--- src/hdl/dcache_pkg.sv ---
/*
  geometry of the 4-way, 64-set, 16-byte-line data cache, fixed here
  line_t holds one cache line, seen as two bus beats or as sixteen bytes
*/
package dcache_pkg;

    localparam int ADDR_W     = 32;
    localparam int DATA_W     = 64;   // cpu word and bus beat
    localparam int LINE_BYTES = 16;
    localparam int OFFSET_W   = 4;
    localparam int INDEX_W    = 6;
    localparam int SETS       = 64;
    localparam int WAYS       = 4;
    localparam int WAY_W      = 2;
    localparam int TAG_W      = ADDR_W - INDEX_W - OFFSET_W;   // 22

    // access size codes
    localparam logic [1:0] SIZE_B = 2'b00;   // 1 byte
    localparam logic [1:0] SIZE_H = 2'b01;   // 2 bytes
    localparam logic [1:0] SIZE_W = 2'b10;   // 4 bytes
    localparam logic [1:0] SIZE_D = 2'b11;   // 8 bytes

    // one line, beat 0 is the low half and goes first on the bus
    typedef union packed {
        logic [1:0][DATA_W-1:0]     beats;   // memory port view
        logic [LINE_BYTES-1:0][7:0] bytes;   // strobed merge view
    } line_t;

endpackage

--- src/hdl/line_xfer_if.sv ---
/*
  link from the cache FSM to the burst engine
  starts are single-cycle pulses, only while the port is idle
*/
`timescale 1ns/1ps

interface line_xfer_if
    import dcache_pkg::*;
();

    logic              rd_start;    // refill request
    logic              wr_start;    // write-back request
    logic [ADDR_W-1:0] xfer_addr;   // line aligned
    line_t             wr_line;     // victim line, sampled at wr_start
    line_t             rd_line;     // refilled line, good from done on
    logic              done;        // last beat transferred

    modport ctrl (
        output rd_start, wr_start, xfer_addr, wr_line,
        input  rd_line, done
    );

    modport port (
        input  rd_start, wr_start, xfer_addr, wr_line,
        output rd_line, done
    );

endinterface

--- src/hdl/mem_port.sv ---
/*
  two-beat burst engine, one burst at a time, low beat first
  a read ends on mem_rd_last_i, a write after its second beat
*/
`timescale 1ns/1ps

module mem_port
    import dcache_pkg::*;
(
    input  logic              clk,
    input  logic              rst,
    line_xfer_if.port         xfer,
    // read bus
    output logic              mem_rd_valid_o,
    output logic [ADDR_W-1:0] mem_rd_addr_o,
    input  logic              mem_rd_ready_i,
    input  logic [DATA_W-1:0] mem_rd_data_i,
    input  logic              mem_rd_last_i,
    // write bus
    output logic              mem_wr_valid_o,
    output logic [ADDR_W-1:0] mem_wr_addr_o,
    output logic [DATA_W-1:0] mem_wr_data_o,
    output logic              mem_wr_last_o,
    input  logic              mem_wr_ready_i
);

    logic              beat_q;   // 0 low beat, 1 high beat
    logic [ADDR_W-1:0] addr_q;
    line_t             line_q;   // victim on write, refill on read
    logic              rd_fire;
    logic              wr_fire;

    assign rd_fire = mem_rd_valid_o & mem_rd_ready_i;
    assign wr_fire = mem_wr_valid_o & mem_wr_ready_i;

    assign mem_rd_addr_o = addr_q;
    assign mem_wr_addr_o = addr_q;
    assign mem_wr_data_o = line_q.beats[beat_q];
    assign mem_wr_last_o = beat_q;

    assign xfer.done    = (rd_fire & mem_rd_last_i) | (wr_fire & beat_q);
    assign xfer.rd_line = line_q;

    always_ff @(posedge clk) begin
        if (rst) begin
            mem_rd_valid_o <= 1'b0;
            mem_wr_valid_o <= 1'b0;
            beat_q         <= 1'b0;
        end else if (xfer.rd_start) begin
            mem_rd_valid_o <= 1'b1;
            beat_q         <= 1'b0;
        end else if (xfer.wr_start) begin
            mem_wr_valid_o <= 1'b1;
            beat_q         <= 1'b0;
        end else if (rd_fire) begin
            beat_q <= ~beat_q;
            if (mem_rd_last_i) mem_rd_valid_o <= 1'b0;
        end else if (wr_fire) begin
            beat_q <= ~beat_q;
            if (beat_q) mem_wr_valid_o <= 1'b0;   // high beat gone
        end
    end

    // payload, no reset
    always_ff @(posedge clk) begin
        if (xfer.rd_start || xfer.wr_start) begin
            addr_q <= xfer.xfer_addr;
        end
        if (xfer.wr_start) begin
            line_q <= xfer.wr_line;
        end else if (rd_fire) begin
            line_q.beats[beat_q] <= mem_rd_data_i;
        end
    end

endmodule

--- src/flat_wrapper.sv ---
// flat-port wrapper written by rule: the top's interface ports become plain ports
module mem_port_flat import dcache_pkg::*;
  (clk, rst, mem_rd_valid_o, mem_rd_addr_o, mem_rd_ready_i, mem_rd_data_i, mem_rd_last_i, mem_wr_valid_o, mem_wr_addr_o, mem_wr_data_o, mem_wr_last_o, mem_wr_ready_i, xfer_rd_start, xfer_wr_start, xfer_xfer_addr, xfer_wr_line, xfer_rd_line, xfer_done);
  line_xfer_if xfer_i ();
  input  logic clk;
  input  logic rst;
  output logic mem_rd_valid_o;
  output logic [ADDR_W-1:0] mem_rd_addr_o;
  input  logic mem_rd_ready_i;
  input  logic [DATA_W-1:0] mem_rd_data_i;
  input  logic mem_rd_last_i;
  output logic mem_wr_valid_o;
  output logic [ADDR_W-1:0] mem_wr_addr_o;
  output logic [DATA_W-1:0] mem_wr_data_o;
  output logic mem_wr_last_o;
  input  logic mem_wr_ready_i;
  input wire logic [$bits(xfer_i.rd_start)-1:0] xfer_rd_start;
  input wire logic [$bits(xfer_i.wr_start)-1:0] xfer_wr_start;
  input wire logic [$bits(xfer_i.xfer_addr)-1:0] xfer_xfer_addr;
  input wire logic [$bits(xfer_i.wr_line)-1:0] xfer_wr_line;
  output wire logic [$bits(xfer_i.rd_line)-1:0] xfer_rd_line;
  output wire logic [$bits(xfer_i.done)-1:0] xfer_done;
  assign xfer_i.rd_start = xfer_rd_start;
  assign xfer_i.wr_start = xfer_wr_start;
  assign xfer_i.xfer_addr = xfer_xfer_addr;
  assign xfer_i.wr_line = xfer_wr_line;
  assign xfer_rd_line = xfer_i.rd_line;
  assign xfer_done = xfer_i.done;
  mem_port u_core (.clk(clk), .rst(rst), .xfer(xfer_i), .mem_rd_valid_o(mem_rd_valid_o), .mem_rd_addr_o(mem_rd_addr_o), .mem_rd_ready_i(mem_rd_ready_i), .mem_rd_data_i(mem_rd_data_i), .mem_rd_last_i(mem_rd_last_i), .mem_wr_valid_o(mem_wr_valid_o), .mem_wr_addr_o(mem_wr_addr_o), .mem_wr_data_o(mem_wr_data_o), .mem_wr_last_o(mem_wr_last_o), .mem_wr_ready_i(mem_wr_ready_i));
endmodule
--- config.mk ---
export PLATFORM = sky130hd
export DESIGN_NAME = mem_port_flat
export DESIGN_NICKNAME = d
export VERILOG_FILES = /design/src/hdl/dcache_pkg.sv /design/src/hdl/line_xfer_if.sv /design/src/hdl/mem_port.sv /design/src/flat_wrapper.sv
export SDC_FILE = /design/constraint.sdc
export NUM_CORES = 1
export LEC_CHECK = 0
export BUFFER_PORTS_ARGS = -buffer_cell sky130_fd_sc_hd__buf_2
export CORE_AREA = 2 2 191 193
export DETAILED_ROUTE_END_ITERATION = 16
export DIE_AREA = 0 0 193 195
export MAX_ROUTING_LAYER = met4
export SLEW_MARGIN = 30
export SYNTH_ARGS = -nofsm -noshare
export SYNTH_HDL_FRONTEND = slang
export SYNTH_SLANG_ARGS = --single-unit
--- constraint.sdc ---
create_clock -name clk -period 2.6 [get_ports clk]
set_input_delay 0.52 -clock clk [delete_from_list [all_inputs] [get_ports clk]]
set_output_delay 0.52 -clock clk [all_outputs]
set_load 0.02 [all_outputs]
==> results.json <==
{
  "fmax_mhz": 411,
  "drc_errors": 0,
  "setup_viol": 0,
  "die_h_um": 195,
  "fin_setup_tns_ns": 0,
  "drive_gt1_share_pct": 66.4,
  "core_um2": 35400,
  "drv_cap": 0,
  "gp_congestion": 0.829,
  "dr.first_iter.drc_count": 246,
  "relSlewSlack_pct": 59.4,
  "postCtsSetupBuffers": 0,
  "synth_fp_nets": 671,
  "cts_buffers": 17,
  "ys_warn_count": 0,
  "rows": 69,
  "die_w_um": 193,
  "cp-end-kind": "output pin",
  "crit_path_start_kind": "flop",
  "period_share_pct": 93.5,
  "clock_tree.buffer_depth": 2,
  "cts_root_buffer": "clkbuf_16",
  "cts.sinks": 163,
  "dp_hpwl_um": 19700,
  "synth-seq-cells": 163,
  "io-pin-count": 491,
  "hold_buffers": 0,
  "final_common_cell": "buf_2",
  "worstSkewPairLatency_ns": 0.43,
  "ir_worst_vdd_v": 0.000417,
  "overflow": 0,
  "cts_resized": 0,
  "final_util_pct": 30.6,
  "synth_top_area_share_pct": 64.8,
  "grt_use_total_pct": 13.3,
  "grt_pass1_vias": 5890,
  "layout.nets": 1126,
  "fin_cells": 1372,
  "hold_path.class": "input pin to flop",
  "htreeDepth": 4,
  "slew_viol_final": 0,
  "synth.avg_cell_area_um2": 16.8,
  "synth_area_leaders": "edfxtp_1 65%, a22o_1 15%, mux2_4 5.7%",
  "worstPathRequired_ns": 2.08,
  "antenna_found_initial": 4,
  "dpl.cell_count": 1337,
  "synth_area_leader_cell": "edfxtp_1",
  "final_cell_mix": "489 x buf_2, 160 x edfxtp_1, 128 x a22o_1",
  "cts.clk_slew.worst_paths_ns": 0.07,
  "post-route-min-period_ns": 2.43,
  "ant_nets": 0,
  "io_buffers": 490,
  "worst_pin_slew_ns": 0.608,
  "grt_start_max_net_pins": 65,
  "grt_setup_unrepaired": "false",
  "final-hold-violation-count": 0,
  "cp.arrival_ns": 1.91,
  "fill_cells": 3614,
  "wl_per_cell_um": 19.0,
  "drt_pass1_iterations": 4,
  "drt-vias-per-instance": 4.28,
  "vias": 5873,
  "syn-cell-area_um2": 7410,
  "drt-total-wl_um": 26000,
  "cts_tree": "done",
  "start_util_pct": 20.9,
  "grt_first_pass_wirelength_um": 35700,
  "crit_path_max_fanout": 31,
  "critPathKind": "flop to output pin",
  "power.leakage_uw": 0.00487,
  "skew_ns": 0.00857,
  "synth_cell_types": 25,
  "ys_seq_area_share_pct": 65.6,
  "run_status": "complete, no violations",
  "netlist_instances": 440,
  "synthToLayoutAreaGrowth_pct": 46.2,
  "p_per_area_nw_per_um2": 695,
  "die_area_um2": 37600
}
## area by class of cell
class	count	area (um^2)	share of cell area, %
Antenna cell	4	10.0	0.0924
Clock buffer	19	433	3.99
Clock inverter	12	230	2.12
Inverter	2	7.51	0.0693
Multi-Input combinational cell	208	2080	19.2
Sequential cell	163	4870	44.9
Tap cell	461	577	5.32
Timing Repair Buffer	503	2630	24.2
## logic make-up after synthesis
logic type	share of synthesized area [%]
buf+inv	6.43
simple gates	0.810
mux	11.1
flops	65.6
xor+xnor	0.118
compound gates	15.9
## metal layers
metal	up-vias	wire [um]	track usage, %
met2	337	13500	23.3
li1	2685	-	-
met3	21	1970	3.25
met1	2830	10200	14.9
met5	-	0	-
met4	0	406	4.32
## where the power goes
part	total, uW	switching (uW)	internal (uW)
clock	2860	1050	1800
sequential	3260	126	3140
combinational	1410	844	570
total	7530	2020	5510
## flip-flops by register name, summed over array words and instances, names as in the netlist
name,flops
u_core.mem_wr_valid_o,1
u_core.mem_rd_valid_o,1
u_core.mem_wr_last_o,1
u_core.xfer.rd_line,128
u_core.mem_rd_addr_o,32
## path summary, 6_finish.rpt
path                              start                        to  slack, ns  depth (start not counted)
hold reg to reg   u_core.mem_wr_valid_o     u_core.mem_wr_valid_o       0.52                          2
setup reg to reg   u_core.mem_wr_last_o   u_core.xfer.rd_line[84]       0.64                          3
hold / removal       xfer_xfer_addr[15]  u_core.mem_rd_addr_o[15]       0.26                          1
setup / recovery   u_core.mem_wr_last_o         mem_wr_data_o[16]       0.17                          3
## worst max-delay path, cell delays in order, from the launching register on
cell and delay, ns:
dfxtp_4 0.61, buf_12 0.27, mux2_2 0.39, buf_2 0.17
## synth_stat cells
library cell and number:
inv_1 1, buf_2 18, nor2_8 1, a21oi_1 1
clkbuf_1 4, xnor2_1 1, mux2_4 28, o31ai_1 1
inv_2 1, buf_6 7, nand2_1 1, a311oi_1 1
a22o_1 128, and2_1 1, mux2_2 36, nor2_1 2
nor3_1 1, buf_4 38, a22oi_1 1, a21o_1 2
dfxtp_1 3, edfxtp_1 160, a32o_1 1, nor2_4 1
nand2b_1 1
## metrics by stage
stage,hold slack (ns),total power [uW],area (um^2),setup slack (ns)
2_1_floorplan,0.566,4150,7410,0.436
3_3_place_gp,0.493,4730,10200,0.604
3_5_place_dp,0.504,4740,10200,0.588
4_1_cts,0.221,7630,10800,0.0913
5_1_grt,0.229,7820,10800,0.0698
6_report,0.264,7530,10800,0.168
Note: power is estimated with default switching activity, not from simulation.
