## src/hdl/dcache_pkg.sv

```systemverilog
/*
  geometry of the 4-way, 64-set, 16-byte-line data cache, fixed here
  line_t holds one cache line, seen as two bus beats or as sixteen bytes
*/
package dcache_pkg;

    localparam int ADDR_W     = 32;
    localparam int DATA_W     = 64;   // cpu word and bus beat
    localparam int LINE_BYTES = 16;
    localparam int OFFSET_W   = 4;
    localparam int INDEX_W    = 6;
    localparam int SETS       = 64;
    localparam int WAYS       = 4;
    localparam int WAY_W      = 2;
    localparam int TAG_W      = ADDR_W - INDEX_W - OFFSET_W;   // 22

    // access size codes
    localparam logic [1:0] SIZE_B = 2'b00;   // 1 byte
    localparam logic [1:0] SIZE_H = 2'b01;   // 2 bytes
    localparam logic [1:0] SIZE_W = 2'b10;   // 4 bytes
    localparam logic [1:0] SIZE_D = 2'b11;   // 8 bytes

    // one line, beat 0 is the low half and goes first on the bus
    typedef union packed {
        logic [1:0][DATA_W-1:0]     beats;   // memory port view
        logic [LINE_BYTES-1:0][7:0] bytes;   // strobed merge view
    } line_t;

endpackage

```

## src/hdl/req_capture.sv

```systemverilog
/*
  holds the one request in flight; store data is merged over rd_line_i
  so a refill and a store can be written as one line
*/
`timescale 1ns/1ps

module req_capture
    import dcache_pkg::*;
(
    input  logic              clk,
    input  logic              rst,
    input  logic              accept_i,
    input  logic [ADDR_W-1:0] cpu_addr_i,
    input  logic              cpu_we_i,
    input  logic [1:0]        cpu_size_i,
    input  logic [DATA_W-1:0] cpu_wdata_i,
    input  line_t             rd_line_i,
    output logic [ADDR_W-1:0] req_addr_o,
    output logic              req_we_o,
    output line_t             wr_line_o,
    output logic [15:0]       wr_strb_o,
    output logic [DATA_W-1:0] rdata_o
);

    logic [1:0]        size_q;
    logic [DATA_W-1:0] wdata_q;
    logic [7:0]        lane_mask;   // bytes touched inside one beat
    logic [DATA_W-1:0] beat_data;   // store data moved to its lane
    line_t             store_line;

    always_ff @(posedge clk) begin
        if (rst) begin
            req_addr_o <= '0;   // keeps tag lookup off after reset
            req_we_o   <= 1'b0;
        end else if (accept_i) begin
            req_addr_o <= cpu_addr_i;
            req_we_o   <= cpu_we_i;
        end
        if (accept_i) begin
            size_q  <= cpu_size_i;
            wdata_q <= cpu_wdata_i;
        end
    end

    always_comb begin
        case (size_q)
            SIZE_B:  lane_mask = 8'h01;
            SIZE_H:  lane_mask = 8'h03;
            SIZE_W:  lane_mask = 8'h0f;
            default: lane_mask = 8'hff;
        endcase
        // a read sets no strobe so the refilled line passes through whole
        lane_mask = req_we_o ? lane_mask << req_addr_o[2:0] : 8'h00;
        beat_data = wdata_q << (req_addr_o[2:0] * 8);
        // offset bit 3 picks the beat half
        wr_strb_o = req_addr_o[3] ? {lane_mask, 8'h00} : {8'h00, lane_mask};
        store_line.beats = {beat_data, beat_data};
        for (int i = 0; i < LINE_BYTES; i++) begin
            wr_line_o.bytes[i] = wr_strb_o[i] ? store_line.bytes[i] : rd_line_i.bytes[i];
        end
    end

    // selected beat shifted down to bit 0 for the read result
    assign rdata_o = rd_line_i.beats[req_addr_o[3]] >> (req_addr_o[2:0] * 8);

endmodule

```

## config.mk

```make
export PLATFORM = sky130hd
export DESIGN_NAME = req_capture
export DESIGN_NICKNAME = d
export VERILOG_FILES = /design/src/hdl/dcache_pkg.sv /design/src/hdl/req_capture.sv
export SDC_FILE = /design/constraint.sdc
export NUM_CORES = 1
export LEC_CHECK = 0
export BUFFER_PORTS_ARGS = -buffer_cell sky130_fd_sc_hd__buf_2
export CAP_MARGIN = 20
export CORE_AREA = 2 2 181 183
export CTS_CLUSTER_SIZE = 14
export DETAILED_ROUTE_END_ITERATION = 12
export DIE_AREA = 0 0 183 185
export GPL_TIMING_DRIVEN = 0
export PLACE_DENSITY = 0.64
export SLEW_MARGIN = 20
export SYNTH_ARGS = -nofsm -noshare
export SYNTH_HDL_FRONTEND = slang
export SYNTH_SLANG_ARGS = --single-unit
export TNS_END_PERCENT = 10
```

## constraint.sdc

```tcl
create_clock -name clk -period 2.33 [get_ports clk]
set_input_delay 0.466 -clock clk [delete_from_list [all_inputs] [get_ports clk]]
set_output_delay 0.466 -clock clk [all_outputs]
set_load 0.03 [all_outputs]
```

==> impl_results.md, run 1 <==
- Rel. slew slack: 66.3%
- ANT nets after route: 0
- Max VDD drop: 0.341 mV
- Largest delay share family, worst path: buffers and inverters
- Vias: around 11000
- Core ar.: ~32000 um^2
- Root Buffer: clkbuf_16
- Peak Freq: around 350 MHz
- Multi-input combinational cell area: 7300 um^2
- Post-synth EDFFs: between 60 and 70
- Worst Hold Class: input pin to flop
- CTS tree: done
- DRT Pass-1 Iters: 5
- Syn_nets: 1228
- Most frequent cells in the layout: buf_2 (371), buf_4 (107), nand2_1 (98)
- Die W: around 180 um
- Register area: 2660 um^2
- Pleak: 6.74 nW
- RSZ-0062 raised after global routing: yes
- Sum of negative setup slack: -64.69 ns
- RePlAce Congestion: roughly 0.97
- Nets@finish: ~1800
- Tcrit/Tclk final: 122%
- HPWL Detailed: 43800 um
- Yosys reg bits: 99
- Register area share after synthesis: 29.7%
- # Max-Cap Violations: 0
- GR Overflow Total: 0
- Slowest-stage cell, CP: mux2i_4
- Area post-placement: 11900 um^2
- H-Tree Depth: 3
- IO buf count: approximately 470
- Non-Filler Instances: about 2000
- Mapped cell area: just under 9000 um^2
- Avg Inst Size Synth: 8.93 um^2
- Fill cells: 3019
- Crit path buf inv count: 5
- Status: complete, but fails checks
- CP endpoint kind: output pin
- PwrDens: between 500 and 600 nW/um^2
- Synth Flop Type: edfxtp_1
- Die ar.: approximately 34000 um^2
- Crit path required time: around 1.9 ns
- First-pass GRT wire length: roughly 77000 um
- Worst path cell trace: buf_12, buf_16, buf_16, buf_12, mux2i_4, mux2i_2, a211oi_2, a21oi_1, buf_4
- Finished Cell Area: roughly 16000 um^2
- Crit path arrival time: approximately 2.4 ns
- Syn-to-layout area delta: 74.3%
- Clock tree sinks: slightly below 100
- Clock latency on the worst-skew pair: ~0.35 ns
- Initial antenna violation count: 2
- DIE HEIGHT: between 150 and 200 um
- # DRC: 0
- Num CTS Buffers: 9
- Failing checks: negative setup slack
- Count of final setup violators: between 200 and 250
- Max-slew violation count: 0
- Worst-Margin Slew: 0.504 ns
- Synth Instances: 998
- # rows: 66
- Placed cell count: roughly 1900
- Crit Path Max Fanout: 5
- Post-cts hold buffer count: 0
- FF-to-FF setup slack: between 0.6 and 0.7 ns
- Initial Util: between 20% and 30%
- Commonest non-fill, non-tap cell in the layout: buf_2
- Startpoint Class: flop
- Ports: roughly 470
- Worst setup margin: -0.504 ns
- DR vias/cell: roughly 5.7
- Total Wirelength: approximately 57000 um
- Synth warnings: 0
- Clock skew: 0 ns
- Vias in the first global route: about 11000
- Maximum clock path buffer count: 2
- Layout cells sized above 1: 62.1%
- Slowest Stage Delay on Critical Path: between 0.3 and 0.4 ns
- Crit path kind: flop to output pin
- Total Routing Usage GR: between 30% and 40%
- Crit path time final: ~2.8 ns
- Ys async rst share: 0%
- Wire per inst: a little under 30 um
- Synth unique cells: 65
- Final hold vios: 0
- CTS clk-pin slew, worst paths: approximately 0.08 ns
- Number of DRC markers in iteration 0: between 1000 and 1500
- Largest net degree at the start of global routing: 54
-- worst paths after layout --
check	end	start	cells after the start
setup / recovery	rdata_o[8]	req_addr_o[3]$_SDFFE_PP0P_	9
hold / removal	wdata_q[4]$_DFFE_PP_	cpu_wdata_i[4]	1
setup reg to reg	req_addr_o[2]$_SDFFE_PP0P_	req_addr_o[2]$_SDFFE_PP0P_	6
hold reg to reg	req_addr_o[17]$_SDFFE_PP0P_	req_addr_o[17]$_SDFFE_PP0P_	2
-- registers in the layout, indices dropped and copies added, names as in the netlist --
name and flops:
req_we_o 1, wdata_q 64, req_addr_o 32, size_q 2
-- cell type report --
| class | instances | area share, % |
|---|---|---|
| multi-input cells | 783 | 47.0 |
| repair buffers | 539 | 23.7 |
| flip-flops and latches | 99 | 17.1 |
| plain buffers | 83 | 6.40 |
| well taps | 408 | 3.29 |
| clock buffers | 10 | 1.47 |
| inverters | 28 | 0.701 |
| clock inverters | 6 | 0.371 |
| diodes | 1 | 0.0161 |
-- worst reg2reg max path: stages (launching register included) --
cell	delay, ns
dfxtp_4	0.40
buf_6	0.17
buf_4	0.22
buf_4	0.27
buf_4	0.28
mux2i_1	0.10
nor2_1	0.13
-- metrics by stage --
step / hold slack (ns) / power (W) / utilization, % / worst slack, ns
2_1_floorplan: 0.565 / 0.00408 / - / -0.200
3_3_place_gp: 0.466 / 0.00536 / 37.0 / -0.873
3_5_place_dp: 0.479 / 0.00538 / 37.1 / -0.906
4_1_cts: 0.271 / 0.00747 / 44.9 / -0.465
5_1_grt: 0.268 / 0.00813 / 48.5 / -0.573
6_report: 0.280 / 0.00789 / 48.5 / -0.504
-- cells by family (layout without fill, tap and decap cells) --
family,count (synthesis),after routing,share of synthesized area [%]
multiplexers,265,265,30.8
AO/OA/AOI/OAI,241,241,18.5
other,0,1,0
buffers and inverters,116,666,6.91
flip-flops,99,99,29.7
AND/OR/NAND/NOR,277,277,14.2
-- report_power, final --
group | switching (W) | leakage, nW | internal (W)
Clock | 0.000702 | 0.150 | 0.000830
Combinational | 0.00260 | 5.67 | 0.00160
Sequential | 0.000142 | 0.921 | 0.00201
Total | 0.00344 | 6.74 | 0.00445
-- layer usage --
| metal | up-vias | wire length [um] | track usage (%) |
|---|---|---|---|
| met1 | 5374 | 22800 | 41.0 |
| met4 | 2 | 2490 | 14.3 |
| met5 | - | 13 | 0 |
| li1 | 4801 | - | - |
| met3 | 143 | 6010 | 9.44 |
| met2 | 808 | 25700 | 48.7 |
-- timing repair --
action                                  in CTS  in global routing
endpoints found under the setup margin     208                208
cloned                                       7                  2
setup buffers                               45                 15
gates resized for setup                    384                327
pin swaps                                   33                 44
-- Yosys cell counts (2+ instances only) --
| master | number | area, um^2 |
|---|---|---|
| or3_1 | 3 | 18.8 |
| nand3_1 | 2 | 10.0 |
| and2_1 | 6 | 37.5 |
| dfxtp_1 | 33 | 661 |
| nand2_1 | 107 | 402 |
| a31oi_1 | 7 | 43.8 |
| a32oi_1 | 11 | 96.3 |
| buf_2 | 36 | 180 |
| or2_2 | 2 | 12.5 |
| inv_1 | 28 | 105 |
| a21oi_1 | 39 | 195 |
| nor2_1 | 110 | 413 |
| buf_1 | 3 | 11.3 |
| clkbuf_1 | 23 | 86.3 |
| nor3_4 | 2 | 32.5 |
| or2_1 | 2 | 12.5 |
| nor2_4 | 3 | 33.8 |
| o22ai_1 | 47 | 294 |
| clkbuf_2 | 2 | 10.0 |
| mux2_2 | 73 | 822 |
| nor2_2 | 2 | 12.5 |
| edfxtp_1 | 66 | 1980 |
| buf_4 | 16 | 120 |
| a2bb2oi_1 | 8 | 70.1 |
| and2b_1 | 2 | 15.0 |
| and3_1 | 2 | 12.5 |
| a311oi_1 | 2 | 17.5 |
| o211ai_1 | 3 | 22.5 |
| a21o_1 | 7 | 52.6 |
| nor3_1 | 5 | 25.0 |
| nand3b_1 | 8 | 60.1 |
| a22oi_1 | 13 | 97.6 |
| a221o_1 | 8 | 80.1 |
| a211oi_1 | 23 | 173 |
| o21a_1 | 5 | 37.5 |
| o21ai_0 | 47 | 235 |
| buf_6 | 6 | 67.6 |
| nand2b_1 | 5 | 31.3 |
| a22o_1 | 5 | 43.8 |
| mux2i_1 | 192 | 1920 |
| nor2b_1 | 10 | 62.6 |
Power figures use the tool's default switching activity.
==> run 2: changes to the inputs <==
clock period = 3.3 ns   (was 2.33 ns; I/O delays follow)
==> run 2 against run 1 <==
  * The flow still finishes with violations (negative setup slack)
  * Worst setup slack improved by 0.43 ns
  * Die area unchanged
  * Global-route usage decreased by 1.2 points
  * Utilization shrank 9.5 points
  * Final cell count fell by 3.2%
  * Largest cell class unchanged
  * Highest routed layer unchanged
==> impl_results.md, run 2 (synthesis gave the netlist of run 1 again) <==
- Status: complete, but fails checks
- Failing checks: negative setup slack
- IO buf count: roughly 470
- Die ar.: about 34000 um^2
- Die W: about 180 um
- Worst path cell trace: buf_6, buf_8, mux2i_1, nand2_1, a32oi_1, o21ai_0, buf_2
- Tcrit/Tclk final: 102%
- Vias in the first global route: 10114
- Area post-placement: roughly 12000 um^2
- Wire per inst: between 20 and 30 um
- Rel. slew slack: 34.2%
- Total Routing Usage GR: 30.4%
- Worst Hold Class: input pin to flop
- # DRC: 0
- RePlAce Congestion: 0.956
- CP endpoint kind: output pin
- Crit path required time: 2.64 ns
- Root Buffer: clkbuf_16
- Vias: roughly 11000
- Slowest Stage Delay on Critical Path: between 0.7 and 0.8 ns
- Startpoint Class: flop
- Crit path buf inv count: 3
- Sum of negative setup slack: -0.123 ns
- Crit path kind: flop to output pin
- Max-slew violation count: 0
- Crit path time final: 3.37 ns
- H-Tree Depth: 3
- Post-cts hold buffer count: 0
- Number of DRC markers in iteration 0: between 1000 and 1500
- Max VDD drop: just under 0.3 mV
- Largest net degree at the start of global routing: between 40 and 50
- Pre-CTS setup slack: -0.0885 ns
- Initial Util: between 20% and 30%
- Ports: about 470
- Count of final setup violators: 3
- Finished Cell Area: 12500 um^2
- Critical R2R Launch: req_addr_o[2]$_SDFFE_PP0P_
- Slowest-stage cell, CP: mux2i_1
- Largest delay share family, worst path: multiplexers
- Nets@finish: 1709
- Num CTS Buffers: 9
- Largest Register: wdata_q
- Max reg flops: 64
- Clock tree sinks: just under 100
- Worst setup margin: -0.0703 ns
- RSZ-0062 raised after global routing: yes
- Post-CTS Setup Bufs: 0
- Hold path start: cpu_wdata_i[3]
- CTS tree: done
- First-pass GRT wire length: between 70000 and 80000 um
- Most frequent cells in the layout: buf_2 (496), mux2i_1 (161), nor2_1 (108)
- DRT Pass-1 Iters: 6
- Layout cells sized above 1: between 40% and 50%
- Worst Setup SP: req_addr_o[3]$_SDFFE_PP0P_
- Clock latency on the worst-skew pair: roughly 0.36 ns
- DR vias/cell: 5.61
- # Max-Cap Violations: 0
- Maximum clock path buffer count: 2
- HPWL Detailed: around 44000 um
- PwrDens: just under 400 nW/um^2
- Final hold vios: 0
- Peak Freq: around 300 MHz
- Clock skew: 0 ns
- Initial antenna violation count: 2
- Total Wirelength: around 54000 um
- Crit path arrival time: about 2.7 ns
- CTS clk-pin slew, worst paths: approximately 0.080 ns
- Fill cells: between 3000 and 4000
- ANT nets after route: 0
- Syn-to-layout area delta: 40.2%
- # rows: 66
- GR Overflow Total: 0
- Top Registers: wdata_q: 64 flops, req_addr_o: 32 flops, size_q: 2 flops
- Crit Path Max Fanout: 10
- Worst-Margin Slew: 0.987 ns
- Commonest non-fill, non-tap cell in the layout: buf_2
- DIE HEIGHT: around 190 um
- Core ar.: around 32000 um^2
- Pleak: between 5 and 6 nW
[run 2: layer usage]
| layer | vias to the layer above | track usage [%] | wire length [um] |
|---|---|---|---|
| met1 | 5089 | 41.0 | 22500 |
| met5 | - | 0 | 13 |
| li1 | 4673 | - | - |
| met4 | 2 | 10.6 | 1840 |
| met3 | 115 | 8.49 | 5740 |
| met2 | 746 | 46.7 | 23700 |
[run 2: final timing paths]
path                                 endpoint  slack (ns)  cells after the start
hold reg to reg   req_addr_o[11]$_SDFFE_PP0P_        0.50                      2
hold / removal           wdata_q[3]$_DFFE_PP_        0.46                      1
setup / recovery                  rdata_o[31]       -0.07                      7
setup reg to reg   req_addr_o[2]$_SDFFE_PP0P_        1.44                      6
[run 2: what timing repair did]
action,CTS,global route
pin swaps,1,0
endpoints found under the setup margin,92,59
hold endpoints to repair,0,0
gates resized for setup,58,51
gates cloned,0,0
[run 2: per-stage QoR]
step	hold slack [ns]	power [W]	util (%)	std cells
2_1_floorplan	0.634	0.00286	-	998
3_3_place_gp	0.470	0.00375	36.7	1875
3_5_place_dp	0.479	0.00376	36.8	1876
4_1_cts	0.449	0.00489	38.4	1892
5_1_grt	0.446	0.00513	39.0	1892
6_report	0.462	0.00495	39.0	1894
[run 2: layout make-up]
class	count	area [um^2]	share of cell area, %
clock buffer	9	225	1.80
tap	408	510	4.09
timing repair buffer	470	2370	19.0
clock inverter	7	81.3	0.651
inverter	28	105	0.841
antenna	2	5.00	0.0401
sequential	99	2650	21.2
buffer	88	596	4.77
multi-input combinational	783	5950	47.7
[run 2: power breakdown]
part           internal [W]  switching, W
logic              0.000747       0.00161
clock network      0.000541      0.000539
registers           0.00142     0.0000894
total               0.00271       0.00224
==> run 3: changes to the inputs <==
TNS_END_PERCENT = unset   (was 10)
==> run 3 against run 2 <==
  * The flow now finishes without violations
  * Sequential cell count unchanged
  * Hold slack worse by 0.0024 ns
  * Final cell count up 0.21%
  * Global-route usage about the same
  * Clock power about the same
  * Clock-buffer cell count unchanged
  * Final area up 0.87%
  * Highest routed layer unchanged
==> impl_results.md, run 3 (synthesis gave the netlist of run 1 again) <==
- Count of final setup violators: 0
- Core ar.: roughly 32000 um^2
- Max reg flops: 64
- Crit path kind: flop to output pin
- RePlAce Congestion: 0.956
- Clock latency on the worst-skew pair: roughly 0.36 ns
- Max VDD drop: approximately 0.29 mV
- DRT Pass-1 Iters: 5
- # rows: 66
- Total Wirelength: roughly 54000 um
- CTS clk-pin slew, worst paths: around 0.08 ns
- Worst-Margin Slew: between 0.7 and 0.8 ns
- Largest net degree at the start of global routing: 43
- Rel. slew slack: between 40% and 50%
- Maximum clock path buffer count: 2
- Layout cells sized above 1: 47.6%
- Die W: about 180 um
- ANT nets after route: 0
- DIE HEIGHT: around 190 um
- Commonest non-fill, non-tap cell in the layout: buf_2
- Ports: approximately 470
- Final design utilization: around two fifths
- Crit path required time: around 2.6 ns
- Placed cell count: 1876
- Status: finished, final reports clean
- Final hold vios: 0
- Worst Hold Class: input pin to flop
- Fill cells: between 3000 and 4000
- Num CTS Buffers: 9
- CTS tree: done
- H-Tree Depth: 3
- Register area: approximately 2600 um^2
- RSZ-0062 raised after global routing: yes
- Initial antenna violation count: 2
- Crit path arrival time: between 2 and 3 ns
- Crit path time final: around 3.3 ns
- Most frequent cells in the layout: buf_2 (497), mux2i_1 (159), nor2_1 (108)
- GR Overflow Total: 0
- Largest Register: wdata_q
- Post-cts hold buffer count: 0
- Max-slew violation count: 0
- Top Registers: wdata_q: 64 flops, req_addr_o: 32 flops, size_q: 2 flops
- IO buf count: about 470
- # Max-Cap Violations: 0
- CP endpoint kind: output pin
- PwrDens: 394 nW/um^2
- Startpoint Class: flop
- # DRC: 0
- Wire per inst: about 28 um
- Hold Worst Slack: around 0.46 ns
- DR vias/cell: 5.59
- Initial Util: 27.8%
- HPWL Detailed: 44000 um
- Peak Freq: 303 MHz
- First-pass GRT wire length: ~74000 um
- Syn-to-layout area delta: 41.4%
- Clock skew: 0 ns
- Root Buffer: clkbuf_16
- Die ar.: roughly 34000 um^2
- Pleak: between 5 and 6 nW
- Clock tree sinks: around 100
- Crit Path Max Fanout: 10
- Total Routing Usage GR: a little under a third
- Non-Filler Instances: between 1500 and 2000
- Vias in the first global route: between 10000 and 15000
- Sum of negative setup slack: 0 ns
- Multi-input combinational cell area: 6040 um^2
- Tcrit/Tclk final: about 100%
- Vias: about 11000
- Number of DRC markers in iteration 0: around 1000
- Nets@finish: approximately 1700
==> run 3: path summary, 6_finish.rpt <==
kind / start / to / slack (ns) / cells past startpoint
max: req_addr_o[1]$_SDFFE_PP0P_ / wr_line_o[4] / 0.001 / 7
min: cpu_wdata_i[13] / wdata_q[13]$_DFFE_PP_ / 0.46 / 1
max reg2reg: req_addr_o[2]$_SDFFE_PP0P_ / req_addr_o[2]$_SDFFE_PP0P_ / 1.31 / 6
min reg2reg: req_addr_o[19]$_SDFFE_PP0P_ / req_addr_o[19]$_SDFFE_PP0P_ / 0.50 / 2
==> run 3: timing repair <==
| item | CTS | global route |
|---|---|---|
| pin swaps | 1 | 1 |
| setup endpoints to repair | 92 | 67 |
| buffers inserted | 3 | 1 |
| gates resized for setup | 68 | 53 |
| cloned | 0 | 0 |
==> run 3: layout make-up <==
class	count	area share [%]
diodes	3	0.0596
plain buffers	87	4.71
clock buffers	9	1.79
clock inverters	7	0.645
inverters	28	0.834
multi-input cells	783	47.9
flip-flops and latches	99	21.0
well taps	408	4.05
repair buffers	474	19.0
==> run 3: report_power, final <==
part	switching [W]	total [W]	internal, W
registers	0.0000900	0.00151	0.00142
logic	0.00162	0.00237	0.000758
clock network	0.000536	0.00108	0.000541
==> run 3: layer usage <==
layer	wire length, um	track usage (%)
met1	22800	41.2
met2	23700	46.5
met3	5480	8.30
met4	1720	11.3
met5	54	0
==> run 3: critical path, stage by stage (launching register included) <==
cell and delay (ns):
dfxtp_1 0.36, buf_4 0.19, buf_6 0.16, buf_4 0.22, nor2_4 0.34, nand2_2 0.37, mux2_2 0.43, buf_2 0.19
==> run 3: per-stage QoR <==
step / area [um^2] / power [W] / setup WS (ns)
after floorplan: 8910 / 0.00286 / 0.410
after global placement: 11800 / 0.00375 / -0.128
after detailed placement: 11800 / 0.00376 / -0.0885
after CTS: 12400 / 0.00489 / 0.0131
after global routing: 12600 / 0.00515 / -0.00688
final: 12600 / 0.00496 / 0.00137
